$ cat src/source/capture_pkg.sv
`default_nettype none

package capture_pkg;

  // adc sample width
  localparam int SAMPLE_WIDTH = 16;
  // timestamp is a sample index since arming
  localparam int TSTAMP_WIDTH = 24;
  // host readout word
  localparam int OUT_WIDTH = 32;

  // buffer capacities, both powers of two
  localparam int SAMPLE_DEPTH = 64;
  localparam int TSTAMP_DEPTH = 16;

  // fill counts and read addresses, wide enough for either depth
  localparam int COUNT_WIDTH = 16;

  // kept adc sample
  typedef logic [SAMPLE_WIDTH-1:0] sample_t;
  // sample index of a rising crossing
  typedef logic [TSTAMP_WIDTH-1:0] tstamp_t;
  // fill count or buffer address
  typedef logic [COUNT_WIDTH-1:0] count_t;
  // one word on the host port
  typedef logic [OUT_WIDTH-1:0] word_t;

endpackage

`default_nettype wire

$ cat src/source/capture_buffer.sv
`timescale 1ns/1ps
`default_nettype none

module capture_buffer #(
  parameter type payload_t = capture_pkg::sample_t,
  parameter int  DEPTH     = capture_pkg::SAMPLE_DEPTH
) (
  input  wire logic                ps_clk,
  input  wire logic                capture_reset,
  input  wire logic                clear_i,
  input  wire logic                we_i,
  input  wire payload_t            wdata_i,
  input  wire capture_pkg::count_t raddr_i,
  output payload_t                 rdata_o,
  output capture_pkg::count_t      count_o
);

  // storage, written in order from address zero
  payload_t            mem [DEPTH];

  // write pointer, also the fill count
  capture_pkg::count_t wr_ptr;
  logic                full;
  logic                do_write;

  // pointer saturates at the depth
  assign full = (wr_ptr == capture_pkg::count_t'(DEPTH));

  // clear wins over a write on the same edge
  assign do_write = we_i && !full && !clear_i;

  assign count_o = wr_ptr;

  always_ff @(posedge ps_clk) begin
    if (!capture_reset) begin
      wr_ptr <= '0;
    end else if (clear_i) begin
      wr_ptr <= '0;
    end else if (do_write) begin
      wr_ptr <= wr_ptr + capture_pkg::count_t'(1);
    end
  end

  // write port
  always_ff @(posedge ps_clk) begin
    if (do_write) begin
      mem[wr_ptr[$clog2(DEPTH)-1:0]] <= wdata_i;
    end
  end

  // registered read, data one cycle after the address
  always_ff @(posedge ps_clk) begin
    rdata_o <= mem[raddr_i[$clog2(DEPTH)-1:0]];
  end

endmodule

`default_nettype wire

$ cat src/source/capture_top.sv
`timescale 1ns/1ps
`default_nettype none

module capture_top (
  input  wire logic                 ps_clk,
  input  wire logic                 capture_reset,
  input  wire logic                 sample_valid_i,
  input  wire capture_pkg::sample_t sample_i,
  input  wire capture_pkg::sample_t threshold_i,
  input  wire logic                 arm_i,
  input  wire logic                 stop_i,
  input  wire logic                 readout_start_i,
  input  wire logic                 out_ack_i,
  output logic                      out_req_o,
  output logic                      out_last_o,
  output capture_pkg::word_t        out_data_o
);

  // sequencer to discriminator and buffers
  logic                 capture_en;
  logic                 clear;
  capture_pkg::count_t  sample_raddr;
  capture_pkg::count_t  tstamp_raddr;
  // discriminator to buffers
  logic                 sample_we;
  capture_pkg::sample_t sample_wdata;
  logic                 tstamp_we;
  capture_pkg::tstamp_t tstamp_wdata;
  // buffers back to sequencer
  capture_pkg::sample_t sample_rdata;
  capture_pkg::tstamp_t tstamp_rdata;
  capture_pkg::count_t  sample_count;
  capture_pkg::count_t  tstamp_count;

  level_discriminator disc_i (
    .ps_clk         (ps_clk),
    .capture_reset  (capture_reset),
    .capture_en_i   (capture_en),
    .sample_valid_i (sample_valid_i),
    .sample_i       (sample_i),
    .threshold_i    (threshold_i),
    .sample_we_o    (sample_we),
    .sample_o       (sample_wdata),
    .tstamp_we_o    (tstamp_we),
    .tstamp_o       (tstamp_wdata)
  );

  // kept samples
  capture_buffer #(
    .payload_t (capture_pkg::sample_t),
    .DEPTH     (capture_pkg::SAMPLE_DEPTH)
  ) sample_buffer_i (
    .ps_clk        (ps_clk),
    .capture_reset (capture_reset),
    .clear_i       (clear),
    .we_i          (sample_we),
    .wdata_i       (sample_wdata),
    .raddr_i       (sample_raddr),
    .rdata_o       (sample_rdata),
    .count_o       (sample_count)
  );

  // crossing timestamps
  capture_buffer #(
    .payload_t (capture_pkg::tstamp_t),
    .DEPTH     (capture_pkg::TSTAMP_DEPTH)
  ) tstamp_buffer_i (
    .ps_clk        (ps_clk),
    .capture_reset (capture_reset),
    .clear_i       (clear),
    .we_i          (tstamp_we),
    .wdata_i       (tstamp_wdata),
    .raddr_i       (tstamp_raddr),
    .rdata_o       (tstamp_rdata),
    .count_o       (tstamp_count)
  );

  readout_sequencer seq_i (
    .ps_clk          (ps_clk),
    .capture_reset   (capture_reset),
    .arm_i           (arm_i),
    .stop_i          (stop_i),
    .readout_start_i (readout_start_i),
    .sample_count_i  (sample_count),
    .tstamp_count_i  (tstamp_count),
    .sample_rdata_i  (sample_rdata),
    .tstamp_rdata_i  (tstamp_rdata),
    .out_ack_i       (out_ack_i),
    .capture_en_o    (capture_en),
    .clear_o         (clear),
    .sample_raddr_o  (sample_raddr),
    .tstamp_raddr_o  (tstamp_raddr),
    .out_req_o       (out_req_o),
    .out_last_o      (out_last_o),
    .out_data_o      (out_data_o)
  );

endmodule

`default_nettype wire

$ cat src/source/level_discriminator.sv
`timescale 1ns/1ps
`default_nettype none

module level_discriminator (
  input  wire logic                 ps_clk,
  input  wire logic                 capture_reset,
  input  wire logic                 capture_en_i,
  input  wire logic                 sample_valid_i,
  input  wire capture_pkg::sample_t sample_i,
  input  wire capture_pkg::sample_t threshold_i,
  output logic                      sample_we_o,
  output capture_pkg::sample_t      sample_o,
  output logic                      tstamp_we_o,
  output capture_pkg::tstamp_t      tstamp_o
);

  // capture_en from the previous cycle, for edge detect
  logic                 capture_en_q;
  // index of the next valid sample
  capture_pkg::tstamp_t index_q;
  // last valid sample was at or above threshold
  logic                 above_q;

  logic                 start;
  logic                 accept;
  logic                 above;
  logic                 prev_above;
  capture_pkg::tstamp_t index;

  // first active cycle after arming
  assign start = capture_en_i && !capture_en_q;
  assign accept = capture_en_i && sample_valid_i;
  assign above = (sample_i >= threshold_i);

  // on the first cycle, behave as if the index were zero
  // and the previous sample had been below threshold
  assign index = start ? '0 : index_q;
  assign prev_above = start ? 1'b0 : above_q;

  always_ff @(posedge ps_clk) begin
    if (!capture_reset) begin
      capture_en_q <= 1'b0;
      index_q <= '0;
      above_q <= 1'b0;
      sample_we_o <= 1'b0;
      tstamp_we_o <= 1'b0;
    end else begin
      capture_en_q <= capture_en_i;
      // registered compare, one cycle to the buffer write
      sample_we_o <= accept && above;
      // rising crossing through the threshold
      tstamp_we_o <= accept && above && !prev_above;
      if (accept) begin
        index_q <= index + capture_pkg::tstamp_t'(1);
        above_q <= above;
      end else if (start) begin
        // armed but no sample yet
        index_q <= '0;
        above_q <= 1'b0;
      end
    end
  end

  // payload follows the strobes
  always_ff @(posedge ps_clk) begin
    sample_o <= sample_i;
    tstamp_o <= index;
  end

endmodule

`default_nettype wire

$ cat src/source/readout_sequencer.sv
`timescale 1ns/1ps
`default_nettype none

module readout_sequencer (
  input  wire logic                 ps_clk,
  input  wire logic                 capture_reset,
  input  wire logic                 arm_i,
  input  wire logic                 stop_i,
  input  wire logic                 readout_start_i,
  input  wire capture_pkg::count_t  sample_count_i,
  input  wire capture_pkg::count_t  tstamp_count_i,
  input  wire capture_pkg::sample_t sample_rdata_i,
  input  wire capture_pkg::tstamp_t tstamp_rdata_i,
  input  wire logic                 out_ack_i,
  output logic                      capture_en_o,
  output logic                      clear_o,
  output capture_pkg::count_t       sample_raddr_o,
  output capture_pkg::count_t       tstamp_raddr_o,
  output logic                      out_req_o,
  output logic                      out_last_o,
  output capture_pkg::word_t        out_data_o
);

  // which part of the stream is being sent
  typedef enum logic [1:0] {SEC_IDLE, SEC_HDR, SEC_TS, SEC_SMP} section_t;
  // per-word phase
  typedef enum logic [1:0] {PH_ADDR, PH_FETCH, PH_REQ, PH_WAIT} phase_t;

  section_t            section;
  phase_t              phase;
  // counts frozen at the header
  capture_pkg::count_t ts_total;
  capture_pkg::count_t smp_total;

  logic                arm_ok;
  logic                start_ok;
  capture_pkg::count_t ts_next;
  capture_pkg::count_t smp_next;
  logic                ts_is_last;
  logic                smp_is_last;

  // no arming while a readout is running
  assign arm_ok = arm_i && (section == SEC_IDLE);
  // readout only once capture has stopped
  assign start_ok = readout_start_i && !capture_en_o && (section == SEC_IDLE);
  // buffers cleared on the arming edge
  assign clear_o = arm_ok;

  assign ts_next = tstamp_raddr_o + capture_pkg::count_t'(1);
  assign smp_next = sample_raddr_o + capture_pkg::count_t'(1);
  // last timestamp ends the stream only when no samples follow
  assign ts_is_last = (ts_next == ts_total) && (smp_total == '0);
  assign smp_is_last = (smp_next == smp_total);

  // capture state, stop has priority
  always_ff @(posedge ps_clk) begin
    if (!capture_reset) begin
      capture_en_o <= 1'b0;
    end else if (stop_i) begin
      capture_en_o <= 1'b0;
    end else if (arm_ok) begin
      capture_en_o <= 1'b1;
    end
  end

  always_ff @(posedge ps_clk) begin
    if (!capture_reset) begin
      section <= SEC_IDLE;
      phase <= PH_ADDR;
      ts_total <= '0;
      smp_total <= '0;
      tstamp_raddr_o <= '0;
      sample_raddr_o <= '0;
      out_req_o <= 1'b0;
      out_last_o <= 1'b0;
      out_data_o <= '0;
    end else begin
      case (phase)
        PH_ADDR: begin
          if (section == SEC_HDR) begin
            // last buffer write has landed by now
            ts_total <= tstamp_count_i;
            smp_total <= sample_count_i;
            out_data_o <= {tstamp_count_i, sample_count_i};
            // empty capture, header is the whole stream
            out_last_o <= (tstamp_count_i == '0) && (sample_count_i == '0);
            out_req_o <= 1'b1;
            phase <= PH_REQ;
          end else if (section != SEC_IDLE) begin
            // buffer samples the address on this edge
            phase <= PH_FETCH;
          end else if (start_ok) begin
            section <= SEC_HDR;
            tstamp_raddr_o <= '0;
            sample_raddr_o <= '0;
          end
        end
        PH_FETCH: begin
          // read data valid now, zero-extended onto the bus
          if (section == SEC_TS) begin
            out_data_o <= capture_pkg::word_t'(tstamp_rdata_i);
            out_last_o <= ts_is_last;
          end else begin
            out_data_o <= capture_pkg::word_t'(sample_rdata_i);
            out_last_o <= smp_is_last;
          end
          out_req_o <= 1'b1;
          phase <= PH_REQ;
        end
        PH_REQ: begin
          // hold data until the host acknowledges
          if (out_ack_i) begin
            out_req_o <= 1'b0;
            phase <= PH_WAIT;
          end
        end
        PH_WAIT: begin
          // ack must fall before the next word
          if (!out_ack_i) begin
            phase <= PH_ADDR;
            if (out_last_o) begin
              section <= SEC_IDLE;
              out_last_o <= 1'b0;
            end else if (section == SEC_HDR) begin
              section <= (ts_total != '0) ? SEC_TS : SEC_SMP;
            end else if (section == SEC_TS) begin
              if (ts_next == ts_total) begin
                section <= SEC_SMP;
              end else begin
                tstamp_raddr_o <= ts_next;
              end
            end else begin
              sample_raddr_o <= smp_next;
            end
          end
        end
        default: phase <= PH_ADDR;
      endcase
    end
  end

endmodule

`default_nettype wire

$ cat config.mk
export PLATFORM = sky130hd
export DESIGN_NAME = capture_top
export DESIGN_NICKNAME = d
export VERILOG_FILES = /design/src/source/capture_pkg.sv /design/src/source/capture_buffer.sv /design/src/source/capture_top.sv /design/src/source/level_discriminator.sv /design/src/source/readout_sequencer.sv
export SDC_FILE = /design/constraint.sdc
export NUM_CORES = 2
export LEC_CHECK = 0
export ABC_AREA = 1
export BUFFER_PORTS_ARGS = -buffer_cell sky130_fd_sc_hd__buf_2
export CAP_MARGIN = 5
export CELL_PAD_IN_SITES_DETAIL_PLACEMENT = 1
export CELL_PAD_IN_SITES_GLOBAL_PLACEMENT = 2
export CORE_AREA = 2 2 375 469
export DETAILED_ROUTE_END_ITERATION = 10
export DIE_AREA = 0 0 377 471
export PLACE_DENSITY = 0.79
export SLEW_MARGIN = 40
export SYNTH_ARGS = -nofsm -noshare
export SYNTH_HDL_FRONTEND = slang
export SYNTH_HIERARCHICAL = 1
export SYNTH_SLANG_ARGS = --single-unit
$ cat constraint.sdc
create_clock -name ps_clk -period 8 [get_ports ps_clk]
set_input_delay 1.6 -clock ps_clk [delete_from_list [all_inputs] [get_ports ps_clk]]
set_output_delay 1.6 -clock ps_clk [all_outputs]
set_load 0.02 [all_outputs]
==> results_dict.tcl <==
set metrics [dict create \
    postCtsHoldBufs 0 \
    finalInstanceArea_um2 77700 \
    worst-r2r-setup-slack_ns 4.00 \
    die_x_um 377 \
    place_area_um2 72100 \
    hp-class "reg -> reg" \
    tightest_slew_ns 0.876 \
    cts_setup_buffers 0 \
    final_common_cell "nand2_1" \
    die_area_um2 178000 \
    path_delay_family "simple AND/OR/NAND/NOR gates" \
    vdd_ir_drop_max_uv 222 \
    crit_path_end_kind "flip-flop" \
    fillCellCount 18800 \
    clk_path_buf_depth 3 \
    path_max_fanout 22 \
    grtUsageTotal 0.237 \
    gr-total-overflow 0 \
    synth-edff-count 1408 \
    clock_skew_ns 0.0533 \
    clk_pin_slew_worst_paths_ns 0.06 \
    postRouteAntennaNets 0 \
    power.density_nw_per_um2 257 \
    ios 73 \
    grt_max_degree 189 \
    final_nets 6526 \
    maxCapViolCount 0 \
    async_flop_share 0 \
    synth-main-ff-cell "edfxtp_1" \
    cp-start-kind "input port" \
    cts_sinks 1651 \
    critPathMaxStageDelay_ns 0.76 \
    die_y_um 471 \
    area_delta_synth_final_pct 12.8 \
    rsz0062_at_grt "no" \
    mostFrequentLayoutCells "1,810 x nand2_1, 1,408 x edfxtp_1, 1,161 x nand3_1, 397 x inv_1, 256 x nor2_1" \
    tns_ns 0 \
    arrival_ns 4.58 \
    insertion_delay_ns 0.83 \
    h-tree-depth 4 \
    min_period_over_period 0.510 \
    vias 47800 \
    netlist_area_um2 68800 \
    post-place-ws_ns 3.13 \
    first_iter_violations 3941 \
    worst-path-buf-inv 6 \
    cts_root_buf "clkbuf_16" \
    outcome "finished clean" \
    wl_um 212000 \
    relSlewSlack 0.416 \
    crit_required_ns 8.50 \
    grt_pass1_vias 49200 \
    synth.yosys.seq_area_share 0.685 \
    synth_seq_cells 1651 \
    synthDistinctLibCells 47 \
    finalMaxSlewViolations 0 \
    wl_met2_um 110000 \
    worstSetupPathType "in -> reg" \
    period_needed_ns 4.08 \
    antenna_found_initial 4 \
    wl_met1_um 84300 \
    fmax_mhz 245 \
    p_leak_nw 27.7 \
    route.met3.wl_um 9390 \
    cts_resized 0 \
    crit_path_top_delay_cell "nor2_1" \
    worst_slack_ns 3.92 \
    gp_congestion 0.862 \
    hpwl_um 132000 \
    start_util 0.397 \
    syn_nets 6502 \
    drive_gt1_frac 0.0922 \
    grt_pass1_wl_um 314000 \
    port_buffers 72 \
    setup_viol 0 \
    maxUsedRoutingLayer "met4" \
    dr.pass1.iters 5 \
    finalHoldViolCount 0 \
    viasPerCell 5.40 \
    post_drt_wl_per_cell_um 23.9 \
    route.detailed.drc 0 \
    syn-mean-instance-area_um2 10.7 \
    core-area_um2 173000 \
    syn_inst 6433 \
    path_cells "buf_2 -> inv_1 -> nor2_1 -> buf_4 -> inv_1 -> nand3_4 -> inv_2 -> nand4_4 -> nor2_1 -> buf_4" \
    rows 171 \
    synth_warnings 6 \
    cts_buffers 165 \
    cts_tree "yes" \
]
path summary, 6_finish.rpt:
| kind | start | end | cells past startpoint |
|---|---|---|---|
| worst min register to register | disc_i/index_q[23] | disc_i/tstamp_o[23] | 2 |
| worst min-delay path | disc_i/index_q[23] | disc_i/tstamp_o[23] | 2 |
| worst max register to register | sample_buffer_i/count_o[0] | sample_buffer_i/mem[56][8] | 10 |
| worst max-delay path | arm_i | sample_buffer_i/mem[56][8] | 10 |
tightest hold or removal path, stage by stage (launching register included):
cell	delay (ns)
dfxtp_1	0.29
inv_1	0.04
nor2_1	0.06
metal layers:
metal / vias up / global-route usage
met5: - / 0
met4: 0 / 0.0899
met3: 331 / 0.0325
met2: 1123 / 0.427
met1: 24100 / 0.287
li1: 22300 / -
flip-flops by register name, indices dropped and copies added, names as in the netlist, 16 cells and up:
| register | flops |
|---|---|
| seq_i/smp_total | 16 |
| disc_i/tstamp_o | 24 |
| disc_i/sample_o | 16 |
| sample_buffer_i/mem | 1024 |
| sample_buffer_i/rdata_o | 16 |
| seq_i/out_data_o | 32 |
| tstamp_buffer_i/mem | 384 |
| seq_i/sample_raddr_o | 16 |
| seq_i/ts_total | 16 |
| disc_i/index_q | 24 |
| seq_i/tstamp_raddr_o | 16 |
| tstamp_buffer_i/count_o | 16 |
| sample_buffer_i/count_o | 16 |
| tstamp_buffer_i/rdata_o | 24 |
cell families after synthesis:
family          share of synthesized area
fa+ha+maj                         0.00545
simple gates                        0.215
buf+inv                            0.0471
compound gates                     0.0458
flops                               0.685
xor+xnor                          0.00153
metrics by stage:
step | util | power [mW] | hold slack (ns) | cells
2_1_floorplan | - | 11.5 | 0.417 | 6433
3_3_place_gp | 0.412 | 12.3 | 0.431 | 8504
3_5_place_dp | 0.416 | 12.4 | 0.446 | 8535
4_1_cts | 0.447 | 20.1 | 0.459 | 8841
5_1_grt | 0.448 | 20.7 | 0.486 | 8846
6_report | 0.448 | 20.0 | 0.454 | 8846
report_power, final:
group          total [mW]  internal, mW  switching, mW  leakage, nW
Combinational        2.52         0.694           1.82         10.4
Clock                7.77          4.38           3.39         2.63
Sequential           9.68          9.47          0.211         14.7
synthesized netlist by cell type, types with 30 or more instances:
library cell	number	area share
inv_1	401	0.022
nand4_1	43	0.0039
nand2_1	1810	0.099
buf_1	55	0.0030
buf_2	105	0.0076
nand3_1	1161	0.084
edfxtp_1	1408	0.61
o21ai_0	171	0.012
clkbuf_1	159	0.0087
ha_1	30	0.0055
dfxtp_1	243	0.071
a21oi_1	241	0.018
o211ai_1	96	0.010
nor2_1	285	0.016
layout make-up:
cell class,count,area (um2),share of cell area
inverters,415,1580,0.0204
well taps,2249,2810,0.0362
clock buffers,219,4540,0.0584
flip-flops and latches,1651,47200,0.607
multi-input cells,4009,18700,0.240
clock inverters,87,873,0.0112
diodes,1,2.50,0.0000322
repair buffers,215,2030,0.0261
(Power assumes the default switching activity.)
